[src/hdl/cache_memctrl_pkg.sv]
/*
 * Cache geometry constants, index and data word types,
 * directory entry struct and the line number union
 */
`default_nettype none

package cache_memctrl_pkg;

    localparam int unsigned SETS           = 16;
    localparam int unsigned WAYS           = 4;
    localparam int unsigned LINE_WORDS     = 4;
    localparam int unsigned WORD_WIDTH     = 32;
    localparam int unsigned TAG_WIDTH      = 8;
    localparam int unsigned BYTES_PER_WORD = WORD_WIDTH / 8;

    localparam int unsigned SET_WIDTH      = $clog2(SETS);
    localparam int unsigned WORD_IDX_WIDTH = $clog2(LINE_WORDS);
    localparam int unsigned DATA_ADDR_WIDTH = SET_WIDTH + WORD_IDX_WIDTH;

    typedef logic [SET_WIDTH-1:0]       set_t;
    typedef logic [TAG_WIDTH-1:0]       tag_t;
    typedef logic [WORD_IDX_WIDTH-1:0]  word_idx_t;
    typedef logic [WAYS-1:0]            way_vec_t;
    typedef logic [WORD_WIDTH-1:0]      data_word_t;
    typedef logic [BYTES_PER_WORD-1:0]  be_t;

    // Data RAM row, set in the upper bits and word in the lower
    typedef logic [DATA_ADDR_WIDTH-1:0] data_addr_t;

    typedef struct packed {
        logic valid;
        logic dirty;
        tag_t tag;
    } dir_entry_t;

    // Line number seen either whole or split into tag and set
    typedef union packed {
        logic [TAG_WIDTH+SET_WIDTH-1:0] raw;
        struct packed {
            tag_t tag;
            set_t set;
        } fields;
    } line_addr_u;

endpackage

`default_nettype wire

[src/hdl/sram_1rw.sv]
/*
 * Generic single-port RAM, byte-enabled synchronous write
 * and registered read on chip-select
 */
`default_nettype none

module sram_1rw #(
    parameter int unsigned Depth = 16,
    parameter int unsigned Width = 32,
    localparam int unsigned AddrWidth = $clog2(Depth),
    localparam int unsigned BeWidth = (Width + 7) / 8
) (
    input  wire logic                 clk_i,
    input  wire logic                 cs_i,
    input  wire logic                 we_i,
    input  wire logic [AddrWidth-1:0] addr_i,
    input  wire logic [Width-1:0]     wdata_i,
    input  wire logic [BeWidth-1:0]   be_i,
    output logic      [Width-1:0]     rdata_o
);

    logic [Width-1:0] mem_q [Depth];

    always_ff @(posedge clk_i) begin
        if (cs_i && we_i) begin
            // A partial last byte follows the enable of its byte lane
            for (int i = 0; i < Width; i++) begin
                if (be_i[i/8]) begin
                    mem_q[addr_i][i] <= wdata_i[i];
                end
            end
        end else if (cs_i) begin
            rdata_o <= mem_q[addr_i];
        end
    end

endmodule

`default_nettype wire

[src/hdl/dir_array.sv]
/*
 * Per-way directory RAMs, registered lookup tag and
 * the per-way hit compare
 */
`default_nettype none

module dir_array (
    input  wire logic                          clk_i,
    input  wire logic                          rst_ni,
    input  wire cache_memctrl_pkg::set_t       addr_i,
    input  wire cache_memctrl_pkg::way_vec_t   cs_i,
    input  wire cache_memctrl_pkg::way_vec_t   we_i,
    input  wire cache_memctrl_pkg::dir_entry_t wentry_i,
    input  wire logic                          lookup_i,
    input  wire cache_memctrl_pkg::tag_t       lookup_tag_i,
    output cache_memctrl_pkg::way_vec_t        hit_way_o,
    output cache_memctrl_pkg::dir_entry_t [cache_memctrl_pkg::WAYS-1:0] entries_o
);

    localparam int unsigned EntryWidth = $bits(cache_memctrl_pkg::dir_entry_t);

    cache_memctrl_pkg::tag_t lookup_tag_q;

    // Tag waits one cycle for the RAM rows
    always_ff @(posedge clk_i or negedge rst_ni) begin
        if (!rst_ni) begin
            lookup_tag_q <= '0;
        end else if (lookup_i) begin
            lookup_tag_q <= lookup_tag_i;
        end
    end

    for (genvar w = 0; w < cache_memctrl_pkg::WAYS; w++) begin : g_way
        sram_1rw #(
            .Depth   (cache_memctrl_pkg::SETS),
            .Width   (EntryWidth)
        ) u_dir_ram (
            .clk_i   (clk_i),
            .cs_i    (cs_i[w]),
            .we_i    (we_i[w]),
            .addr_i  (addr_i),
            .wdata_i (wentry_i),
            .be_i    ('1),
            .rdata_o (entries_o[w])
        );

        assign hit_way_o[w] = entries_o[w].valid && (entries_o[w].tag == lookup_tag_q);
    end

endmodule

`default_nettype wire

[config.mk]
export PLATFORM = sky130hd
export DESIGN_NAME = dir_array
export DESIGN_NICKNAME = d
export VERILOG_FILES = /design/src/hdl/cache_memctrl_pkg.sv /design/src/hdl/sram_1rw.sv /design/src/hdl/dir_array.sv
export SDC_FILE = /design/constraint.sdc
export NUM_CORES = 1
export LEC_CHECK = 0
export CELL_PAD_IN_SITES_DETAIL_PLACEMENT = 0
export CELL_PAD_IN_SITES_GLOBAL_PLACEMENT = 1
export CORE_ASPECT_RATIO = 1.5
export CORE_MARGIN = 8
export CORE_UTILIZATION = 40
export CTS_CLUSTER_DIAMETER = 60
export DETAILED_ROUTE_END_ITERATION = 10
export DONT_BUFFER_PORTS = 1
export HOLD_SLACK_MARGIN = 0.06
export PLACE_DENSITY_LB_ADDON = 0.1
export SLEW_MARGIN = 30
export SYNTH_ARGS = -nofsm -noshare
export SYNTH_HDL_FRONTEND = slang
export SYNTH_SLANG_ARGS = --single-unit
[constraint.sdc]
create_clock -name clk_i -period 1.6 [get_ports clk_i]
set_input_delay 0.16 -clock clk_i [delete_from_list [all_inputs] [get_ports clk_i]]
set_output_delay 0.16 -clock clk_i [all_outputs]
set_load 0.02 [all_outputs]
Word level (Yosys, flattened, before mapping)
Memory sizes are Yosys's and may differ from the RTL's. A register that Yosys moved wholly into a read port is not among the register bits.
Index checks and enable logic that the tools add are counted.
Widths: inputs -> output; s select.
{"block": "classes", "n_eq_ne": 4, "muxes": 8, "bitwise_logic": 4, "reduce_logical": 12}
{"op": "$eq 8x8->1", "n": 4}
{"op": "$logic_and 1x1->1", "n": 8}
{"op": "$mux 1", "n": 8}
{"op": "$reduce_and 2->1", "n": 4}
{"op": "$not 1->1", "n": 4}
{"block": "word_totals", "ff_bits": 8, "mem_bits_rw": 640, "output_inout_bits": 44, "word_cells": 33, "n_memories": 4}
{"name": "g_way[0].u_dir_ram.mem_q", "depth": 16, "word_bits": 10, "read_ports": 1, "rd_ports_with_merged_regs": 1, "wr": 1, "line_no": "sram_1rw.sv:22", "rtl": "logic [Width-1:0] mem_q [Depth];"}
{"name": "g_way[1].u_dir_ram.mem_q", "depth": 16, "word_bits": 10, "read_ports": 1, "rd_ports_with_merged_regs": 1, "wr": 1, "line_no": "sram_1rw.sv:22"}
{"name": "g_way[2].u_dir_ram.mem_q", "depth": 16, "word_bits": 10, "read_ports": 1, "rd_ports_with_merged_regs": 1, "wr": 1, "line_no": "sram_1rw.sv:22"}
{"name": "g_way[3].u_dir_ram.mem_q", "depth": 16, "word_bits": 10, "read_ports": 1, "rd_ports_with_merged_regs": 1, "wr": 1, "line_no": "sram_1rw.sv:22"}

Logic depth before layout (Yosys ltp)
{"block": "logic_depth", "depth_word": 3, "ltp_mapped": 6, "mapped_depth_nobuf": 3}

Hierarchy
A second synthesis with hierarchy kept.
{"block": "unflattened", "cells_unflattened": 1314, "hier_area_um2": 26838.2}
{"mod": "sram_1rw", "n_inst": 4, "cells_per_inst": 310, "area_per_inst_um2": 6518.8}
{"mod": "dir_array", "n_inst": 1, "cells_per_inst": 74, "area_per_inst_um2": 763.2}

Least setup slack after synthesis
OpenSTA, ideal clock, no wires.
{"block": "synth_path", "kind": "input-to-reg", "startpoint": "input addr_i[0]", "endpoint": "memory g_way[0].u_dir_ram.mem_q[11][0] (netlist bit), enable pin", "setup_time_ps": 376, "arrival_time_ps": 1539, "required_time_ps": 1224, "path_slack_ps": -316, "cell_stages": 6, "path_cell_list": "buf_2 buf_6 buf_2 nor2b_1 nand3_1 nor2_1"}
{"element": "start: declaration", "line_no": "dir_array.sv:10", "rtl": "input wire cache_memctrl_pkg::set_t addr_i,"}
{"element": "end: declaration", "line_no": "sram_1rw.sv:22"}
Straight into the memory's write port.

Final worst setup path
{"block": "layout_path", "startpoint": "register lookup_tag_q[6]", "endpoint": "output hit_way_o[3]"}
{"block": "layout_between", "elab_chain_len": 2}
{"element": "start: declaration", "line_no": "dir_array.sv:22", "rtl": "cache_memctrl_pkg::tag_t lookup_tag_q;"}
{"element": "start signal: assignment", "line_no": "dir_array.sv:29", "rtl": "lookup_tag_q <= lookup_tag_i;"}
{"element": "$eq 8x8->1", "line_no": "dir_array.sv:47", "rtl": "assign hit_way_o[w] = entries_o[w].valid && (entries_o[w].tag == lookup_tag_q);"}
{"element": "$logic_and 1x1->1", "line_no": "dir_array.sv:47"}
{"element": "end: declaration", "line_no": "dir_array.sv:16", "rtl": "output cache_memctrl_pkg::way_vec_t hit_way_o,"}
No other way between the ends.

==> impl_metrics.py <==
metrics = {
    "logic_synthesis": {
        "post-synth-top-count-cell": "edfxtp_1",
        "synthCells": 1192,
        "syn_avg_cell_area_um2": 22.0,
        "synth_top_cells_by_count": "680 x edfxtp_1, 160 x mux4_2, 80 x a22oi_1, 67 x nor2_1, 57 x nand2_1",
        "synth.area.top_cells": "edfxtp_1 78%, mux4_2 14%, a22oi_1 2.3%",
        "synthArstFlopShare_pct": 1.16,
        "synth_edf_count": 680,
        "yosys.area.top_type": "edfxtp_1",
        "seq_area_frac_synth_pct": 78.7,
        "netlist_area_um2": 26200,
        "ys_ff_latch": 688,
        "synth_nets": 1225,
        "yosys_warnings": 0,
        "ys.flop_type": "edfxtp_1",
        "synth_top_area_share_pct": 78.0,
        "yosys.cell_types.count": 18,
    },
    "setup_path": {
        "critical_path.top_delay_family": "flip-flops",
        "critical-path-max-stage-delay_ps": 500,
        "reg2regPathDepth": 4,
        "start_kind": "flip-flop",
        "cpMaxStageDelayCell": "dfrtp_2",
        "r2r-start": "g_way[2].u_dir_ram.mem_q[3][4]",
        "endpoint": "hit_way_o[3]",
        "crit_chain": "xnor2_1 > nand4_1 > nor3_2 > buf_4",
        "path_buf_inv": 1,
        "r2r_slack_ps": 30,
        "end_kind": "primary output",
        "cp_num_cells": 4,
        "crit_path_start": "lookup_tag_q[6]",
        "crit_type": "reg2out",
        "worstPathRequired_ps": 1440,
        "crit_path_max_fanout": 4,
        "r2r-end": "g_way[2].u_dir_ram.rdata_o[4]",
        "worstPathArrival_ps": 1900,
    },
    "global_routing": {
        "grtUsageTotal_pct": 17.3,
        "grt_pass1_wl_um": 92200,
        "grt_max_degree": 168,
        "overflow": 0,
        "grt_pass1_vias": 13200,
        "antenna_found_initial": 0,
    },
    "sta": {
        "holdWs_ps": 79.1,
        "finClkSkew_ps": 24.9,
        "rsz0062_at_grt": "yes",
        "max_freq_ghz": 0.485,
        "finalCriticalPeriod_ps": 2060,
        "period_share_pct": 129,
        "maxSlewViolCount": 0,
        "setup_violations": 5,
        "setup_slack_ps": -461,
        "hold_viol": 0,
        "max-slew-margin-rel_pct": 46.3,
        "max_slew.worst_pin.slew_ps": 803,
    },
    "clocking": {
        "clk_pin_slew_ps": 60,
        "clk_path_buf_depth": 3,
        "clock_sinks": 688,
        "clock_latency_ps": 610,
        "htreeDepth": 3,
        "clock-root-buffer": "clkbuf_16",
        "cts_buffers": 67,
        "cts_tree": "yes",
    },
    "power_and_ir_drop": {
        "internal-power_w": 0.0308,
        "p_clk_share_pct": 42.0,
        "p_per_area_nw_per_um2": 1180,
        "combPwrFrac_pct": 5.3,
        "p_leak_nw": 10.2,
        "peakVddDrop_uv": 853,
        "power_frac_seq_pct": 52.7,
        "p_switching_w": 0.00775,
        "p_sw_share_pct": 20.1,
    },
    "min_path": {
        "hp-class": "in2reg",
        "whs_path_depth": 3,
        "min-delay-start": "addr_i[1]",
    },
    "cells_and_area": {
        "layout-drive-gt1-share_pct": 37.2,
        "syn_to_final_growth_pct": 24.2,
        "final_cells": 2306,
        "multi_input_area_um2": 5950,
        "post-route-util_pct": 49.9,
        "nFillCells": 5265,
        "regArea_um2": 20600,
        "n_antenna_cell": 0,
        "stdcell_area_um2": 32500,
        "nets": 1414,
    },
    "route": {
        "drtIter0Drc": 697,
        "wl_per_cell_um": 27.2,
        "via_per_inst": 5.30,
        "ant_nets": 0,
        "route.vias.total": 12200,
        "drcViolationCount": 0,
        "finalWirelength_um": 62600,
        "drt-pass1-iter-count": 5,
    },
    "outcome": {
        "status": "complete, but fails checks",
        "violations": "setup timing",
    },
    "floorplan": {
        "fp.dieW_um": 225,
        "die-height_um": 329,
        "coreArea_um2": 65200,
        "die-area_um2": 74100,
        "start_util_pct": 40.2,
        "io_pins": 77,
        "rows": 115,
    },
    "run": {
        "max_cap_violations": 0,
    },
    "place": {
        "gp_congestion": 0.726,
        "portBuffers": 0,
        "dp.cells": 2128,
        "hpwl_um": 37900,
        "place_area_um2": 29300,
        "pre_cts_slack_ps": -45.2,
    },
}
-- state kept, by name, summed over array words and instances, names as in the netlist --
register                 flops
g_way.u_dir_ram.mem_q      640
g_way.u_dir_ram.rdata_o     40
lookup_tag_q                 8
-- power groups by stage --
stage	Clock (W)	Combinational [W]	Sequential, W
after floorplan	0	0.00121	0.0206
after global placement	0	0.00152	0.0207
after detailed placement	0	0.00152	0.0207
after CTS	0.0166	0.00205	0.0203
after global routing	0.0172	0.00219	0.0203
final	0.0162	0.00205	0.0203
-- per-stage QoR --
| step | power [W] | TNS (ps) |
|---|---|---|
| finish | 0.0385 | -1730 |
| global route | 0.0397 | -2130 |
| CTS | 0.0390 | -1870 |
| detailed placement | 0.0222 | -126 |
| global placement | 0.0222 | -287 |
| floorplan | 0.0218 | -607 |
-- worst min-delay path: cells and delay by family --
family	cells	cell delay, ps
muxes	1	190
and+or+nand+nor	1	90
AOI/OAI and AO/OA	1	80
-- worst min-delay path by stage --
stage	slack, ps	endpoint
final	80	g_way[0].u_dir_ram.rdata_o[0]
after global routing	70	g_way[0].u_dir_ram.rdata_o[5]
after CTS	-40	g_way[3].u_dir_ram.rdata_o[0]
after detailed placement	-130	lookup_tag_q[6]
after global placement	-130	lookup_tag_q[6]
after floorplan	-140	lookup_tag_q[0]
-- area by class of cell --
cell class,instances,share of cell area (%)
Clock buffer,79,5.56
Clock inverter,38,1.35
Multi-Input combinational cell,434,18.3
Sequential cell,688,63.4
Tap cell,877,3.37
Timing Repair Buffer,190,7.99
-- metal layers --
metal	GRT usage [%]	wire [um]	vias to the layer above
met4	4.70	1100	0
met2	29.9	32500	245
li1	-	-	5328
met1	22.1	26300	6572
met5	0	0	-
met3	3.35	2660	67
-- logic make-up (layout without fill, tap and decap cells) --
group / Yosys count / count (layout) / synth area share, %
mux: 168 / 168 / 14.1
compound gates: 80 / 80 / 2.29
simple gates: 154 / 154 / 2.43
xor+xnor: 32 / 32 / 1.07
flops: 688 / 688 / 78.7
buf+inv: 70 / 307 / 1.35
-- cells in the final DEF (no fill, tap or decap), drive strengths merged, types with 4 or more instances in the layout --
cell type / count
mux2: 8
nand3: 10
nor2: 67
nand4: 5
dfrtp: 8
clkinv: 23
edfxtp: 680
nor3: 4
bufinv: 10
nor2b: 10
a22oi: 80
xnor2: 32
buf: 152
nand2: 57
mux4: 160
clkinvlp: 4
dlygate4sd3: 38
clkbuf: 79
-- what timing repair did --
action                                 4_1_cts  5_1_grt
buffers inserted                             8        6
pin swaps                                   14        9
endpoints found under the hold margin      764        7
setup endpoints to repair                    7       10
hold buffers                                47        2
resized for setup                           40        9
Power figures use the tool's default switching activity.
