<file path="src/hdl/cache_memctrl_pkg.sv">
/*
 * Cache geometry constants, index and data word types,
 * directory entry struct and the line number union
 */
`default_nettype none

package cache_memctrl_pkg;

    localparam int unsigned SETS           = 16;
    localparam int unsigned WAYS           = 4;
    localparam int unsigned LINE_WORDS     = 4;
    localparam int unsigned WORD_WIDTH     = 32;
    localparam int unsigned TAG_WIDTH      = 8;
    localparam int unsigned BYTES_PER_WORD = WORD_WIDTH / 8;

    localparam int unsigned SET_WIDTH      = $clog2(SETS);
    localparam int unsigned WORD_IDX_WIDTH = $clog2(LINE_WORDS);
    localparam int unsigned DATA_ADDR_WIDTH = SET_WIDTH + WORD_IDX_WIDTH;

    typedef logic [SET_WIDTH-1:0]       set_t;
    typedef logic [TAG_WIDTH-1:0]       tag_t;
    typedef logic [WORD_IDX_WIDTH-1:0]  word_idx_t;
    typedef logic [WAYS-1:0]            way_vec_t;
    typedef logic [WORD_WIDTH-1:0]      data_word_t;
    typedef logic [BYTES_PER_WORD-1:0]  be_t;

    // Data RAM row, set in the upper bits and word in the lower
    typedef logic [DATA_ADDR_WIDTH-1:0] data_addr_t;

    typedef struct packed {
        logic valid;
        logic dirty;
        tag_t tag;
    } dir_entry_t;

    // Line number seen either whole or split into tag and set
    typedef union packed {
        logic [TAG_WIDTH+SET_WIDTH-1:0] raw;
        struct packed {
            tag_t tag;
            set_t set;
        } fields;
    } line_addr_u;

endpackage

`default_nettype wire

</file>
<file path="src/hdl/read_resp.sv">
/*
 * Response side, one-hot selection of hit tag,
 * dirty flag and read word by the hit way
 */
`default_nettype none

module read_resp (
    input  wire cache_memctrl_pkg::way_vec_t hit_way_i,
    input  wire cache_memctrl_pkg::dir_entry_t [cache_memctrl_pkg::WAYS-1:0] entries_i,
    input  wire cache_memctrl_pkg::data_word_t [cache_memctrl_pkg::WAYS-1:0] rdata_i,
    output cache_memctrl_pkg::way_vec_t      hit_way_o,
    output cache_memctrl_pkg::tag_t          hit_tag_o,
    output logic                             hit_dirty_o,
    output cache_memctrl_pkg::data_word_t    read_data_o
);

    assign hit_way_o = hit_way_i;

    // AND-OR mux, a miss gives all zeros
    always_comb begin
        hit_tag_o   = '0;
        hit_dirty_o = 1'b0;
        read_data_o = '0;
        for (int w = 0; w < cache_memctrl_pkg::WAYS; w++) begin
            hit_tag_o   |= entries_i[w].tag & {cache_memctrl_pkg::TAG_WIDTH{hit_way_i[w]}};
            hit_dirty_o |= entries_i[w].dirty & hit_way_i[w];
            read_data_o |= rdata_i[w] & {cache_memctrl_pkg::WORD_WIDTH{hit_way_i[w]}};
        end
    end

    // Two valid ways holding one tag would mean a bad refill upstream
    always_comb begin
        hit_way_onehot: assert final ($isunknown(hit_way_i) || $onehot0(hit_way_i))
            else $error("hit way is not one-hot");
    end

endmodule

`default_nettype wire

</file>
<file path="config.mk">
export PLATFORM = sky130hd
export DESIGN_NAME = read_resp
export DESIGN_NICKNAME = d
export VERILOG_FILES = /design/src/hdl/cache_memctrl_pkg.sv /design/src/hdl/read_resp.sv
export SDC_FILE = /design/constraint.sdc
export NUM_CORES = 1
export LEC_CHECK = 0
export ABC_CLOCK_PERIOD_IN_PS = 1600
export CAP_MARGIN = 10
export CORE_AREA = 2 2 83 85
export DETAILED_ROUTE_END_ITERATION = 8
export DIE_AREA = 0 0 85 87
export DONT_BUFFER_PORTS = 1
export PLACE_DENSITY_LB_ADDON = 0.08
export SETUP_SLACK_MARGIN = 0.05
export SYNTH_ARGS = -nofsm -noshare
export SYNTH_HDL_FRONTEND = slang
export SYNTH_SLANG_ARGS = --single-unit
</file>
<file path="constraint.sdc">
create_clock -name vclk -period 1.6
set_clock_uncertainty 0.2 [all_clocks]
set_input_delay 0.08 -clock vclk [all_inputs]
set_output_delay 0.08 -clock vclk [all_outputs]
set_load 0.005 [all_outputs]
</file>
# Word-level counts from Yosys, hierarchy flattened
# Index checks and enable logic that the tools add are counted.
# W data, S select, Z words.
dict set report totals {
  in_bits 172
  romBits 0
  output_inout_bits 45
  ramBits 0
  word_cells 21
  memories 0
  latch_bits 0
  ff_bits 0
}
dict set report classes {
  n_lt_le_gt_ge 0
  n_addsub 0
  mux 0
  div_mod_pow 0
  n_bitwise 21
  multipliers 0
  n_reduce_logical 0
  eq_ne 0
  shifts 0
}
# cell n
set ops {}
lappend ops {{$and A32 B32 Y32} 4}
lappend ops {{$or A32 B32 Y32} 3}
lappend ops {{$and A8 B8 Y8} 4}
lappend ops {{$or A8 B8 Y8} 3}
lappend ops {{$and A1 B1 Y1} 4}
lappend ops {{$or A1 B1 Y1} 3}

# Depth between registers and ports, before layout
# Gate-level depths: netlist (run 1).
dict set report depth {
  ltp_word 4
  ltp_mapped 4
  mapped_depth_nobuf 2
}

# Worst setup path before layout (run 1)
# No wires, ideal clock.
dict set report synth_path {
  kind {in2out}
  startpoint {in hit_way_i[3]}
  endpoint {out hit_tag_o[0]}
  required_ps 1320
  n_path_buf 2
  path_stages 4
  slack_ps 753
  arrival_time_ps 567
  cell_sequence {buf_4 buf_6 a22oi_2 nand2_1}
}
dict set report synth_via {
  elab_chain_len 2
}
# element line
set synth_rtl {}
lappend synth_rtl {{start, declared} read_resp.sv:8} ;# input wire cache_memctrl_pkg::way_vec_t hit_way_i,
lappend synth_rtl {{$and A8 B8 Y8} read_resp.sv:25} ;# hit_tag_o |= entries_i[w].tag & {cache_memctrl_pkg::TAG_WIDTH{hit_way_i[w]}};
lappend synth_rtl {{$or A8 B8 Y8} read_resp.sv:25}
lappend synth_rtl {{end, declared} read_resp.sv:12} ;# output cache_memctrl_pkg::tag_t hit_tag_o,
# Every way passes these cells.

# Worst setup path after layout (run 1)
dict set report layout_path {
  startpoint {in hit_way_i[1]}
  endpoint {out hit_way_o[1]}
}
# element line
set layout_rtl {}
lappend layout_rtl {{end, declared} read_resp.sv:11} ;# output cache_memctrl_pkg::way_vec_t hit_way_o,
# No word-level cell between the ends.

==> flow_metrics.env, run 1 <==
export IMPL_io_buffers=0
export IMPL_syn_nets=319
export IMPL_startpoint_type="input port"
export IMPL_cp_startpoint="hit_way_i[1]"
export IMPL_synthCells=147
export IMPL_status="finished, final reports clean"
export IMPL_ys_seq_area_share_pct=0
export IMPL_grt_max_degree=43
export IMPL_area_delta_synth_final_pct=-10.8
export IMPL_hold_viol_final=0
export IMPL_path_depth=1
export IMPL_required_ns=1.32
export IMPL_cts_setup_buffers=0
export IMPL_worstSetupPathType="input port to output pin"
export IMPL_grt_use_total_pct=8.72
export IMPL_seq_cells=0
export IMPL_die_h_um=87
export IMPL_rows=30
export IMPL_grt_pass1_wl_mm=5.49
export IMPL_finalSetupTns_ns=0
export IMPL_yosysWarnings=0
export IMPL_routedWlPerCell_um=20.2
export IMPL_setup_viol=0
export IMPL_cap_violations=0
export IMPL_period_minus_slack_ns=0.920
export IMPL_max_slew_margin_pct=87.3
export IMPL_fmax_mhz=1090
export IMPL_clkbuf_count=0
export IMPL_nets=301
export IMPL_crit_fanout=42
export IMPL_seq_area_sq_um=0
export IMPL_dieArea_sq_um=7400
export IMPL_p_per_area_nw_per_um2=194
export IMPL_place_gp_congestion=0.690
export IMPL_antenna_found_initial=0
export IMPL_ir_worst_vdd_mv=0.0504
export IMPL_finalCritPeriodShare_pct=57.5
export IMPL_crit_path_end="hit_way_o[1]"
export IMPL_p_leak_uw=0.000352
export IMPL_totalWireLength_mm=4.19
export IMPL_postPlaceCellArea_sq_um=1170
export IMPL_endpoint_kind="output pin"
export IMPL_core_area_sq_um=6570
export IMPL_drive_gt1_share_pct=48.0
export IMPL_tightest_slew_ns=0.191
export IMPL_netlist_area_sq_um=1360
export IMPL_rsz0062_at_grt="no"
export IMPL_vias_per_cell=5.91
export IMPL_firstDrtPassIters=4
export IMPL_worst_path_buf_inv=1
export IMPL_final_common_cell="a22oi_2"
export IMPL_diodes=0
export IMPL_syn_mean_instance_area_sq_um=9.26
export IMPL_final_cell_mix="a22oi_2 (61), nand2_1 (41), a22oi_1 (21), dlygate4sd3_1 (4)"
export IMPL_critPathSlowestCell="dlygate4sd3_1"
export IMPL_grt_pass1_vias=1081
export IMPL_slew_violations=0
export IMPL_grt_overflow_total=0
export IMPL_synth_cell_types=6
export IMPL_dp_final_hpwl_mm=3.33
export IMPL_pin_count=217
export IMPL_fin_util_pct=18.5
export IMPL_cp_top_family="buffers and inverters"
export IMPL_drt_iter0_drc=34
export IMPL_die_x_um=85
export IMPL_hold_class="input port to output pin"
export IMPL_initial_core_util_pct=20.7
export IMPL_path_cells="dlygate4sd3_1"
export IMPL_cp_slowest_stage_delay_ns=0.56
export IMPL_drc_errors=0
export IMPL_final_cell_area_sq_um=1210
export IMPL_crit_arrival_ns=0.64
export IMPL_route_antenna_remaining_nets=0
export IMPL_vias=1223
cell usage after synthesis:
master | n | area share, %
nand2_1 | 41 | 11
buf_6 | 15 | 12
a22oi_2 | 61 | 56
buf_4 | 5 | 2.8
a22oi_1 | 21 | 12
buf_12 | 4 | 5.9
layer usage:
layer / share of wire, % / routed length [um] / vias up / GRT usage (%)
met3: 10 / 422 / 2 / 1.23
met4: 0.29 / 12 / 0 / 0.289
met1: 34 / 1420 / 568 / 10.3
met2: 56 / 2340 / 112 / 17.3
li1: - / - / 541 / -
met5: 0 / 0 / - / 0
where the power goes:
| group | total, uW | switching [uW] | internal, uW | leakage (uW) |
|---|---|---|---|---|
| registers | 0 | 0 | 0 | 0 |
| logic | 235 | 87.5 | 148 | 0.000352 |
| clock network | 0 | 0 | 0 | 0 |
cells by family after synthesis:
logic type / share of synthesized area [%]
and+or+nand+nor: 11.3
AOI/OAI and AO/OA: 67.6
buffers and inverters: 21.0
how the worst min path moves through the flow:
stage | start | end | cells after the start | slack (ns)
2_1_floorplan | hit_way_i[0] | hit_way_o[0] | 1 | 0.04
3_3_place_gp | hit_way_i[3] | hit_way_o[3] | 0 | -0.04
3_5_place_dp | hit_way_i[3] | hit_way_o[3] | 0 | -0.04
4_1_cts | rdata_i[48] | read_data_o[16] | 2 | 0.06
5_1_grt | rdata_i[48] | read_data_o[16] | 2 | 0.06
6_report | rdata_i[48] | read_data_o[16] | 2 | 0.06
final cells by class:
type	count	area, sq um
repair buffers	4	40.0
fillers	722	5350
multi-input cells	123	1070
well taps	80	100
what timing repair did:
| action | in CTS | in global routing |
|---|---|---|
| endpoints found under the hold margin | 4 | 0 |
| hold buffers | 4 | 0 |
| resized for setup | 0 | 0 |
per-stage QoR:
stage / cells / total power, uW / setup slack [ns] / hold WS, ns
global placement: 203 / 229 / 0.953 / -0.0392
floorplan: 147 / 346 / 0.753 / 0.0408
CTS: 207 / 238 / 0.679 / 0.0577
finish: 207 / 235 / 0.680 / 0.0556
global route: 207 / 256 / 0.664 / 0.0611
detailed placement: 203 / 229 / 0.951 / -0.0392
No activity file was read; power rests on OpenSTA's default activity.
==> run 2, diff against run 1 <==
Settings changed: ABC_AREA set to 1, ABC_CLOCK_PERIOD_IN_PS 1600 to 800.
Clock period 1.6 ns to 0.8 ns, I/O delays scaled along.
==> flow_metrics.env, run 2 <==
export IMPL_synthTopCellsByArea="nand2_1 (49%), nand2_2 (18%), inv_1 (17%), buf_6 (7.4%), buf_12 (6.6%)"
export IMPL_cp_startpoint="hit_way_i[2]"
export IMPL_period_minus_slack_ns=0.522
export IMPL_grt_pass1_wl_mm=6.69
export IMPL_worstSetupPathType="input port to output pin"
export IMPL_die_x_um=85
export IMPL_drc_errors=0
export IMPL_rows=30
export IMPL_hold_viol_final=4
export IMPL_total_power_uw=603
export IMPL_vias=1922
export IMPL_cts_setup_buffers=0
export IMPL_core_area_sq_um=6570
export IMPL_clkbuf_count=0
export IMPL_yosysMostFrequentCell="nand2_1"
export IMPL_fmax_mhz=1920
export IMPL_ys_seq_area_share_pct=0
export IMPL_final_cell_mix="nand2_1 (235), inv_1 (82), nand2_2 (52)"
export IMPL_postPlaceCellArea_sq_um=1620
export IMPL_synthCells=393
export IMPL_ir_worst_vdd_mv=0.100
export IMPL_required_ns=0.56
export IMPL_initial_core_util_pct=27.6
export IMPL_finalCritPeriodShare_pct=65.2
export IMPL_slew_violations=0
export IMPL_max_slew_margin_pct=92.9
export IMPL_startpoint_type="input port"
export IMPL_setup_viol=0
export IMPL_drt_iter0_drc=37
export IMPL_synth_top_cells_by_count="nand2_1 (235), inv_1 (82), nand2_2 (52), buf_6 (12)"
export IMPL_cap_violations=0
export IMPL_totalWireLength_mm=4.85
export IMPL_pin_count=217
export IMPL_firstDrtPassIters=3
export IMPL_syn_nets=565
export IMPL_grt_use_total_pct=10.6
export IMPL_rsz0062_at_grt="no"
export IMPL_synth_top_area_share_pct=48.6
export IMPL_grt_pass1_vias=1606
export IMPL_seq_cells=0
export IMPL_io_buffers=0
export IMPL_place_gp_congestion=0.663
export IMPL_tightest_slew_ns=0.107
export IMPL_grt_overflow_total=0
export IMPL_finalNonFillerCells=449
export IMPL_yosys_area_top_type="nand2_1"
export IMPL_route_antenna_remaining_nets=0
export IMPL_hold_ws_ns=-0.120
export IMPL_dp_cells=449
export IMPL_nets=543
export IMPL_endpoint_kind="output pin"
export IMPL_drive_gt1_share_pct=14.1
export IMPL_seq_area_sq_um=0
export IMPL_netlist_area_sq_um=1820
export IMPL_final_cell_area_sq_um=1620
export IMPL_diodes=0
export IMPL_finalSetupTns_ns=0
export IMPL_vias_per_cell=4.28
export IMPL_hold_class="input port to output pin"
export IMPL_die_h_um=87
export IMPL_syn_mean_instance_area_sq_um=4.62
export IMPL_dieArea_sq_um=7400
export IMPL_p_leak_uw=0.00123
export IMPL_crit_path_end="hit_tag_o[7]"
export IMPL_grt_max_degree=43
export IMPL_antenna_found_initial=0
export IMPL_final_common_cell="nand2_1"
export IMPL_crit_fanout=42
export IMPL_routedWlPerCell_um=10.8
export IMPL_cts_resized=0
export IMPL_violations="negative hold slack"
export IMPL_area_delta_synth_final_pct=-11.0
export IMPL_dp_final_hpwl_mm=3.76
export IMPL_multi_input_area_sq_um=1210
export IMPL_fillers=795
export IMPL_p_per_area_nw_per_um2=373
export IMPL_synth_cell_types=6
export IMPL_yosysWarnings=0
export IMPL_crit_arrival_ns=0.28
export IMPL_status="finished with violations"
## run 2: cell types whose count changed in the layout (fill, tap and decap cells not counted)
cell / change
a22oi_1: -21
a22oi_2: -61
nand2_1: +194
dlygate4sd3_1: -4
inv_1: +82
nand2_2: +52
## run 2: cells by family (layout without fill, tap and decap cells)
kind of cell,count (synthesis),after routing,synth area share [%]
and+or+nand+nor,287,287,66.5
buffers and inverters,106,82,33.5
## run 2: worst min path at each step
stage	startpoint	end	slack (ns)	cells past startpoint
finish	hit_way_i[0]	hit_way_o[0]	-0.12	0
global route	hit_way_i[1]	hit_way_o[1]	-0.12	0
CTS	hit_way_i[1]	hit_way_o[1]	-0.12	0
detailed placement	hit_way_i[1]	hit_way_o[1]	-0.12	0
global placement	hit_way_i[1]	hit_way_o[1]	-0.12	0
floorplan	hit_way_i[0]	hit_way_o[0]	-0.04	1
## run 2: worst max-delay path: stages
cell	delay (ns)
nand2_2	0.03
nand2_1	0.08
inv_1	0.05
nand2_1	0.07
## run 2: final cells by class
cell class	instances	share of cell area [%]
multi-input cells	287	74.7
well taps	80	6.20
inverters	82	19.1
## run 2: metal layers
| layer | GRT usage [%] | vias up | wire, um |
|---|---|---|---|
| met5 | 0 | - | 0 |
| met4 | 1.15 | 0 | 19 |
| met3 | 1.33 | 2 | 490 |
| met2 | 23.7 | 119 | 2650 |
| met1 | 10.2 | 776 | 1690 |
| li1 | - | 1025 | - |
## run 2: per-stage QoR
stage          utilization (%)  setup slack, ns  hold slack (ns)
2_1_floorplan                -           0.0775          -0.0392
5_1_grt                   24.6            0.249           -0.120
3_3_place_gp              24.6            0.273           -0.119
6_report                  24.6            0.278           -0.120
4_1_cts                   24.6            0.264           -0.119
3_5_place_dp              24.6            0.266           -0.119
## run 2: report_power, final
group	leakage, uW	switching, uW	internal (uW)
Clock	0	0	0
Sequential	0	0	0
Combinational	0.00123	339	263
