===== src/hdl/cache_memctrl_pkg.sv =====
/*
 * Cache geometry constants, index and data word types,
 * directory entry struct and the line number union
 */
`default_nettype none

package cache_memctrl_pkg;

    localparam int unsigned SETS           = 16;
    localparam int unsigned WAYS           = 4;
    localparam int unsigned LINE_WORDS     = 4;
    localparam int unsigned WORD_WIDTH     = 32;
    localparam int unsigned TAG_WIDTH      = 8;
    localparam int unsigned BYTES_PER_WORD = WORD_WIDTH / 8;

    localparam int unsigned SET_WIDTH      = $clog2(SETS);
    localparam int unsigned WORD_IDX_WIDTH = $clog2(LINE_WORDS);
    localparam int unsigned DATA_ADDR_WIDTH = SET_WIDTH + WORD_IDX_WIDTH;

    typedef logic [SET_WIDTH-1:0]       set_t;
    typedef logic [TAG_WIDTH-1:0]       tag_t;
    typedef logic [WORD_IDX_WIDTH-1:0]  word_idx_t;
    typedef logic [WAYS-1:0]            way_vec_t;
    typedef logic [WORD_WIDTH-1:0]      data_word_t;
    typedef logic [BYTES_PER_WORD-1:0]  be_t;

    // Data RAM row, set in the upper bits and word in the lower
    typedef logic [DATA_ADDR_WIDTH-1:0] data_addr_t;

    typedef struct packed {
        logic valid;
        logic dirty;
        tag_t tag;
    } dir_entry_t;

    // Line number seen either whole or split into tag and set
    typedef union packed {
        logic [TAG_WIDTH+SET_WIDTH-1:0] raw;
        struct packed {
            tag_t tag;
            set_t set;
        } fields;
    } line_addr_u;

endpackage

`default_nettype wire


===== src/hdl/dir_access_arb.sv =====
/*
 * Init sequencer and ready flag, directory and data access
 * muxes, access exclusion checks
 */
`default_nettype none

module dir_access_arb (
    input  wire logic                            clk_i,
    input  wire logic                            rst_ni,
    input  wire logic                            lookup_i,
    input  wire cache_memctrl_pkg::line_addr_u   lookup_line_i,
    input  wire logic                            dir_refill_i,
    input  wire cache_memctrl_pkg::set_t         refill_set_i,
    input  wire cache_memctrl_pkg::way_vec_t     refill_way_i,
    input  wire cache_memctrl_pkg::tag_t         refill_tag_i,
    input  wire logic                            refill_dirty_i,
    input  wire logic                            data_read_i,
    input  wire cache_memctrl_pkg::set_t         read_set_i,
    input  wire cache_memctrl_pkg::word_idx_t    read_word_i,
    input  wire logic                            data_write_i,
    input  wire cache_memctrl_pkg::set_t         write_set_i,
    input  wire cache_memctrl_pkg::way_vec_t     write_way_i,
    input  wire cache_memctrl_pkg::word_idx_t    write_word_i,
    input  wire cache_memctrl_pkg::data_word_t   write_data_i,
    input  wire cache_memctrl_pkg::be_t          write_be_i,
    output logic                                 ready_o,
    output cache_memctrl_pkg::set_t              dir_addr_o,
    output cache_memctrl_pkg::way_vec_t          dir_cs_o,
    output cache_memctrl_pkg::way_vec_t          dir_we_o,
    output cache_memctrl_pkg::dir_entry_t        dir_wentry_o,
    output cache_memctrl_pkg::data_addr_t        data_addr_o,
    output cache_memctrl_pkg::way_vec_t          data_cs_o,
    output cache_memctrl_pkg::way_vec_t          data_we_o,
    output cache_memctrl_pkg::data_word_t        data_wdata_o,
    output cache_memctrl_pkg::be_t               data_be_o
);

    cache_memctrl_pkg::set_t init_set_q;
    logic                    init_done_q;

    // Walk every set once, one per cycle
    always_ff @(posedge clk_i or negedge rst_ni) begin
        if (!rst_ni) begin
            init_set_q  <= '0;
            init_done_q <= 1'b0;
        end else if (!init_done_q) begin
            init_set_q  <= init_set_q + 1'b1;
            init_done_q <= (init_set_q == cache_memctrl_pkg::set_t'(cache_memctrl_pkg::SETS - 1));
        end
    end

    assign ready_o = init_done_q;

    // Directory port, init first, then lookup, then refill
    always_comb begin
        dir_addr_o   = '0;
        dir_cs_o     = '0;
        dir_we_o     = '0;
        dir_wentry_o = '0;
        if (!init_done_q) begin
            dir_addr_o = init_set_q;
            dir_cs_o   = '1;
            dir_we_o   = '1;
        end else if (lookup_i) begin
            dir_addr_o = lookup_line_i.fields.set;
            dir_cs_o   = '1;
        end else if (dir_refill_i) begin
            dir_addr_o         = refill_set_i;
            dir_cs_o           = refill_way_i;
            dir_we_o           = refill_way_i;
            dir_wentry_o.valid = 1'b1;
            dir_wentry_o.dirty = refill_dirty_i;
            dir_wentry_o.tag   = refill_tag_i;
        end
    end

    // Data port; reads open every way, writes only their own
    always_comb begin
        data_addr_o  = '0;
        data_cs_o    = '0;
        data_we_o    = '0;
        data_wdata_o = write_data_i;
        data_be_o    = write_be_i;
        if (init_done_q && data_read_i) begin
            data_addr_o = {read_set_i, read_word_i};
            data_cs_o   = '1;
        end else if (init_done_q && data_write_i) begin
            data_addr_o = {write_set_i, write_word_i};
            data_cs_o   = write_way_i;
            data_we_o   = write_way_i;
        end
    end

    dir_strobe_excl: assert property (@(posedge clk_i) disable iff (!rst_ni)
        $onehot0({lookup_i, dir_refill_i}))
        else $error("lookup and refill strobed together");

    data_strobe_excl: assert property (@(posedge clk_i) disable iff (!rst_ni)
        $onehot0({data_read_i, data_write_i}))
        else $error("data read and write strobed together");

    refill_way_onehot: assert property (@(posedge clk_i) disable iff (!rst_ni)
        dir_refill_i |-> $onehot(refill_way_i))
        else $error("refill way is not one-hot");

endmodule

`default_nettype wire


===== config.mk =====
export PLATFORM = sky130hd
export DESIGN_NAME = dir_access_arb
export DESIGN_NICKNAME = d
export VERILOG_FILES = /design/src/hdl/cache_memctrl_pkg.sv /design/src/hdl/dir_access_arb.sv
export SDC_FILE = /design/constraint.sdc
export NUM_CORES = 1
export LEC_CHECK = 0
export BUFFER_PORTS_ARGS = -buffer_cell sky130_fd_sc_hd__buf_4
export CAP_MARGIN = 20
export CORE_ASPECT_RATIO = 2
export CORE_MARGIN = 4
export CORE_UTILIZATION = 28
export DETAILED_ROUTE_END_ITERATION = 10
export PLACE_DENSITY_LB_ADDON = 0.25
export SLEW_MARGIN = 30
export SYNTH_ARGS = -nofsm -noshare
export SYNTH_HDL_FRONTEND = slang
export SYNTH_SLANG_ARGS = --single-unit
export TNS_END_PERCENT = 20

===== constraint.sdc =====
create_clock -name clk_i -period 1.14 [get_ports clk_i]
set_input_delay 0.114 -clock clk_i [delete_from_list [all_inputs] [get_ports clk_i]]
set_output_delay 0.114 -clock clk_i [all_outputs]
set_load 0.05 [all_outputs]

* Yosys cells after proc, flatten, opt, wreduce, memory -nomap -nowiden
Index checks and enable logic that the tools add are counted.
** Word-level totals
- Output and inout port bits :: 73
- Word-level logic and storage cells :: 23
- Flip-flop bits (word level) :: 5
** Cells by class
- Multiplexer cells :: 17
- Equal/unequal tests :: 1
- Add/sub/neg operators :: 1
- Reduce and logical (&&, ||, !) cells :: 2
** Operators by type and width (number)
- 4-bit two-way mux :: 11
- 10-bit two-way mux :: 3
- 6-bit two-way mux :: 2
- 4-bit by 1-bit adder with 4-bit output, second input constant :: 1
- 4-bit == test, second input constant :: 1
- 1-bit logical AND :: 2
- 1-bit two-way mux :: 1

* Logic depth before layout (Yosys ltp)
Gate-level depths: netlist (run 1).
- Depth after elaboration :: 3
- Mapped depth :: 4
- Depth with buffers taken out :: 3

* Worst setup path after synthesis (run 1)
No wires, ideal clock.
- Path kind :: register to output
- Start point :: register init_done_q, in the netlist ready_o
- End point :: output data_addr_o[0]
- Stages on the path, launching flop included :: 3
- Setup slack :: -1057 ps
- Arrival :: 2083 ps
- Path buffers :: 1
- Path through :: dfrtp_1 > clkbuf_1 > a21boi_0
** On the way
- Longest elaborated chain between the ends :: 3
- Elaborated cells on any way between the ends :: 4
- Those cells by class :: 2 x mux; 2 x reduce/logical
** Ends and longest elaborated chain
- start, declared :: line dir_access_arb.sv:39 : logic init_done_q;
- start signal, assigned :: line dir_access_arb.sv:48 : init_done_q <= (init_set_q == cache_memctrl_pkg::set_t'(cache_memctrl_pkg::SETS - 1));
- 1-bit logical AND :: line dir_access_arb.sv:87 : end else if (init_done_q && data_write_i) begin
- 6-bit two-way mux :: line dir_access_arb.sv:87
- 6-bit two-way mux * :: line dir_access_arb.sv:84 : if (init_done_q && data_read_i) begin
- end, declared :: line dir_access_arb.sv:31 : output cache_memctrl_pkg::data_addr_t data_addr_o,
Every way passes the cells marked *; elsewhere a longest branch is shown, timed or not.

* Worst setup path after layout (run 1)
- Start point :: register init_done_q, in the netlist ready_o
- End point :: output data_we_o[1]
** On the way
- Longest elaborated chain between the ends :: 3
- Elaborated cells on any way between the ends :: 4
- Those cells by class :: 2 x mux; 2 x reduce/logical
** Ends and longest elaborated chain
- 1-bit logical AND :: line dir_access_arb.sv:87
- 4-bit two-way mux :: line dir_access_arb.sv:87
- 4-bit two-way mux * :: line dir_access_arb.sv:84
- end, declared :: line dir_access_arb.sv:33 : output cache_memctrl_pkg::way_vec_t data_we_o,
Marked as above.

==> results of run 1 <==
==> power breakdown <==
group          internal [mW]  switching (mW)  total [mW]
combinational          0.334           0.412       0.746
clock                  0.240          0.0854       0.325
sequential             0.179               0       0.179
==> per-stage QoR <==
stage / worst slack (ns) / hold slack (ns) / cells / util [%]
floorplan: -0.1491 / -0.1816 / 129 / -
global placement: -0.07134 / -0.08163 / 199 / 46.92
detailed placement: -0.09350 / -0.07918 / 199 / 46.92
CTS: -0.1912 / 0.2283 / 206 / 55.56
global route: -0.2299 / 0.2281 / 206 / 55.56
finish: -0.1880 / 0.2280 / 206 / 55.56
==> cell usage after synthesis, drive strengths merged (2+ instances only) <==
cell type and number:
dfrtp 5, a21boi 6, and2 5, nand3b 10, nor2b 6, a21oi 4
a21bo 3, nor2 4, and3 9, xnor2 3, nand2 18, clkbuf 2
a31oi 4, buf 43
==> final timing paths <==
check	end	startpoint	cells past startpoint	slack, ns
worst min register to register	init_set_q[3]	init_set_q[3]	1	0.54
worst min-delay path	data_wdata_o[16]	write_data_i[16]	0	0.23
worst max-delay path	data_we_o[1]	ready_o	3	-0.19
min in group asynchronous	init_set_q[3]	rst_ni	2	0.24
max in group asynchronous	ready_o	rst_ni	2	0.78
worst max register to register	init_set_q[3]	ready_o	4	-0.08
==> placed cells by master, fill, tap and decap left out, types with 3 or more instances in the layout <==
cell type and n:
and2_4 4, clkbuf_8 3, buf_8 12, nand2_1 14, nand2_2 4, nand3b_1 10
buf_4 48, and3_4 8, a21boi_4 6, a21bo_2 3, xnor2_1 3, buf_6 26
nor2_2 4, nor2b_4 6, a21oi_1 4, dfrtp_1 4, a31oi_4 4
==> worst reg2reg max path, stage by stage, from the launching register on <==
cell and delay (ns):
dfrtp_2 0.44, buf_4 0.18, buf_4 0.15, nand4b_1 0.19, xnor2_1 0.14
==> area by class of cell <==
cell class	instances	area [um^2]
Clock buffer	4	45.04
Multi-Input combinational cell	79	740.7
Sequential cell	5	126.4
Tap cell	31	38.79
Fill cell	285	1435
Timing Repair Buffer	87	843.3
==> logic make-up after synthesis <==
group                    Yosys count
buffers and inverters             45
XOR/XNOR                           3
AND/OR/NAND/NOR                   55
AO/OA/AOI/OAI                     19
multiplexers                       1
adder cells (fa/ha/maj)            1
flip-flops                         5
==> per-layer routing <==
layer	up-vias	GRT usage [%]	routed length, um
li1	481	-	-
met1	456	12.73	973
met2	82	26.12	1761
met3	14	7.603	459
met4	0	5.701	70
met5	-	0	0
==> state kept, by name, summed over array words and instances (netlist names) <==
| signal | count |
|---|---|
| init_set_q | 4 |
| ready_o | 1 |
==> repair_timing <==
item,CTS,global route
pin swaps,5,2
endpoints found under the setup margin,37,40
setup buffers,2,0
hold endpoints to repair,5,0
hold buffers,1,0
gates resized for setup,62,0
gates cloned,0,0
==> results.yml, run 1 <==
yosys:
  synth_simple_gate_area_share_pct: 33.07
  synth_top_family_by_area: "buffers and inverters"
  synthArstFlopShare_pct: 100.0
  syn_nets: 217
  synth_edf_count: 0
  ys_seq_area_share_pct: 13.12
  yosys_warnings: 0
  synth_flop_cell: "dfrtp_1"
  synthXorXnorAreaFrac_pct: 2.756
  synth_mux_area_share_pct: 1.181
  synth_compound_area_share_pct: 14.04
  synth.top_cell.area_share_pct: 29.13
  yosysTopAreaCell: "buf_4"
  ys_seq_elements: 5
  synth_adder_area_share_pct: 1.312
  syn_area_per_cell_um2: 7.391
  synth_cell_types: 27
  synth_area_um2: 953.4
  synth_cells: 129
  synth_area_leaders: "buf_4 29%, dfrtp_1 13%, nand3b_1 7.9%"
placed_design:
  portBuffers: 79
  placed_area_um2: 1515
  gp_congestion: 0.7640
  dp.final_hpwl_um: 2618
cts:
  cts_tree: "built"
  path_clk_slew_ns: 0.03
  insertion_delay_ns: 0.22
  max-clock-path-buffers: 2
  htree_levels: 1
  root_buffer: "clkbuf_8"
  clkSinkCount: 5
  tritoncts.num_buffers: 3
detailed_routing:
  wl_per_cell_um: 15.85
  viasPerCell: 5.015
  drt_iter0_markers: 5
  ant_nets: 0
  drc: 0
  wirelength_um: 3265
  drtPass1Iterations: 4
  vias: 1033
global_route:
  grt_max_degree: 18
  grt_pass1_vias: 1119
  antenna_found_initial: 0
  grtUsageTotal_pct: 14.36
  overflow: 0
  grt_pass1_wl_um: 5168
final_layout:
  area_growth_pct: 88.19
  fin_nets: 264
  drive_above_1_share_pct: 77.14
  fin_area_um2: 1794
  antenna_cells: 0
worst_setup_path:
  critPathKind: "flip-flop to output pin"
  cp-start-kind: "flip-flop"
  worstPathMaxFanout: 6
  crit_chain: "and3b_2, and2_4, buf_8"
  end_kind: "output pin"
  critPathArrivalTime_ns: 1.21
  cp_slowest_cell: "dfrtp_2"
  path_buf_inv: 1
  required_ns: 1.03
  crit_path_max_incr_delay_ns: 0.44
  path_delay_family: "flip-flops"
sta:
  fin_skew_ns: 0.002059
  drv_slew: 0
  max-slew-margin-rel_pct: 81.72
  finalHoldViolations: 0
  rsz0062_at_grt: "true"
  setup_ws_ns: -0.1880
  tightest_slew_ns: 0.2737
  tns_ns: -5.203
  timing.fmax_mhz: 753.0
  finalCritPeriodShare_pct: 116.5
  finalSetupViolations: 40
  period_needed_ns: 1.328
run:
  drv_cap: 0
floorplanning:
  fp-row-count: 29
  dieWidth_um: 49.26
  core_um2: 3229
  pin_count: 160
  die_h_um: 90.52
  dieArea_um2: 4459
  initial_core_util_pct: 29.52
power_and_ir_drop:
  p_per_area_nw_per_um2: 696.4
  total_power_mw: 1.250
  p_leak_nw: 0.9213
  peakVddDrop_mv: 0.5762
hold_path:
  hold_path.class: "input pin to output pin"
run_status:
  status: "complete, but fails checks"
  violations: "setup timing"
Note: power is estimated with default switching activity, not from simulation.
==> run 2, diff against run 1 <==
--- a/config.mk
+++ b/config.mk
@@ -12,6 +12,7 @@
 export CORE_UTILIZATION = 28
 export DETAILED_ROUTE_END_ITERATION = 10
 export PLACE_DENSITY_LB_ADDON = 0.25
+export SETUP_SLACK_MARGIN = 0.3
 export SLEW_MARGIN = 30
 export SYNTH_ARGS = -nofsm -noshare
 export SYNTH_HDL_FRONTEND = slang
==> results.yml, run 2 (synthesis gave the netlist of run 1 again) <==
sta:
  finalSetupViolations: 40
  rsz0062_at_grt: "true"
  fin_skew_ns: 0.002059
  finalHoldViolations: 0
  drv_slew: 0
  tns_ns: -5.203
  max-slew-margin-rel_pct: 81.72
  tightest_slew_ns: 0.2737
  period_needed_ns: 1.328
  finalCritPeriodShare_pct: 116.5
  timing.fmax_mhz: 753.0
  setup_ws_ns: -0.1880
run:
  drv_cap: 0
global_route:
  grt_pass1_vias: 1119
  grt_pass1_wl_um: 5168
  antenna_found_initial: 0
  grtUsageTotal_pct: 14.36
  grt_max_degree: 18
  overflow: 0
detailed_routing:
  vias: 1033
  drc: 0
  drtPass1Iterations: 4
  wirelength_um: 3265
  ant_nets: 0
  drt_iter0_markers: 5
  viasPerCell: 5.015
  wl_per_cell_um: 15.85
cts:
  cts_tree: "built"
  root_buffer: "clkbuf_8"
  max-clock-path-buffers: 2
  path_clk_slew_ns: 0.03
  tritoncts.num_buffers: 3
  insertion_delay_ns: 0.22
  clkSinkCount: 5
  htree_levels: 1
worst_setup_path:
  critPathArrivalTime_ns: 1.21
  worstPathMaxFanout: 6
  reg2reg_to: "init_set_q[3]"
  critPathKind: "flip-flop to output pin"
  cp-start-kind: "flip-flop"
  crit_path_max_incr_delay_ns: 0.44
  cp_slowest_cell: "dfrtp_2"
  end_kind: "output pin"
  timing.rr.start: "ready_o"
  reg2reg_slack_ns: -0.08
  worst_r2r_path_depth: 4
  crit_chain: "and3b_2, and2_4, buf_8"
  required_ns: 1.03
floorplanning:
  die_h_um: 90.52
  dieArea_um2: 4459
  initial_core_util_pct: 29.52
  fp-row-count: 29
  core_um2: 3229
  pin_count: 160
  dieWidth_um: 49.26
placed_design:
  placed_cells: 199
  dp.final_hpwl_um: 2618
  portBuffers: 79
  gp_congestion: 0.7640
run_status:
  status: "complete, but fails checks"
  violations: "setup timing"
hold_path:
  hold-path-endpoint: "data_wdata_o[16]"
  hold_path_startpoint: "write_data_i[16]"
  whs_path_depth: 0
  hold_path.class: "input pin to output pin"
final_layout:
  final_common_cell: "buf_4"
  stdcell_count: 206
  largest_reg_flops: 4
  antenna_cells: 0
  largest_register: "init_set_q"
  area_growth_pct: 88.19
  layout_common_cells: "48 x buf_4, 26 x buf_6, 14 x nand2_1"
  fin_nets: 264
  drive_above_1_share_pct: 77.14
power_and_ir_drop:
  p_per_area_nw_per_um2: 696.4
  peakVddDrop_mv: 0.5762
  p_leak_nw: 0.9213
run 2: layout make-up:
class | instances | area (um^2)
Sequential cell | 5 | 126.4
Clock buffer | 4 | 45.04
Tap cell | 31 | 38.79
Multi-Input combinational cell | 79 | 740.7
Timing Repair Buffer | 87 | 843.3
Fill cell | 285 | 1435
run 2: how the worst max path moves through the flow:
stage               startpoint             end  slack [ns]  depth (start not counted)
finish                 ready_o    data_we_o[1]       -0.19                          3
global route           ready_o  data_addr_o[0]       -0.23                          4
CTS                    ready_o    data_we_o[1]       -0.19                          3
detailed placement     ready_o     dir_we_o[0]       -0.09                          3
global placement       ready_o     dir_we_o[1]       -0.07                          3
floorplan              ready_o    data_cs_o[1]       -0.15                          3
run 2: stage by stage:
stage / setup WS, ns / instance area [um^2] / util (%) / hold slack (ns) / power, mW
final: -0.1880 / 1794 / 55.56 / 0.2280 / 1.250
after global routing: -0.2299 / 1794 / 55.56 / 0.2281 / 1.298
after CTS: -0.1912 / 1794 / 55.56 / 0.2283 / 1.264
after detailed placement: -0.09350 / 1515 / 46.92 / -0.07918 / 0.8490
after global placement: -0.07134 / 1515 / 46.92 / -0.08163 / 0.8464
after floorplan: -0.1491 / 1210 / - / -0.1816 / 0.9557
run 2: power breakdown:
group | leakage (nW) | internal [mW] | total (mW) | switching, mW
Combinational | 0.834 | 0.334 | 0.746 | 0.412
Sequential | 0.0644 | 0.179 | 0.179 | 0
Clock | 0.0228 | 0.240 | 0.325 | 0.0854
run 2: layer usage:
layer	vias to the layer above	GRT usage, %	share of wire [%]
met5	-	0	0
met4	0	5.701	2.1
met3	14	7.603	14
met2	82	26.12	54
met1	456	12.73	30
li1	481	-	-
run 2: repair_timing:
| item | CTS | global route |
|---|---|---|
| gates resized for setup | 62 | 0 |
| hold buffers | 1 | 0 |
| setup endpoints to repair | 42 | 42 |
| buffers inserted | 2 | 0 |
| hold endpoints to repair | 5 | 0 |
| pin swaps | 5 | 2 |
run 2: worst max-delay path, delay by kind of cell (launching register included):
family | cells | cell delay (ns)
simple gates | 2 | 0.41
flops | 1 | 0.44
buf+inv | 1 | 0.14
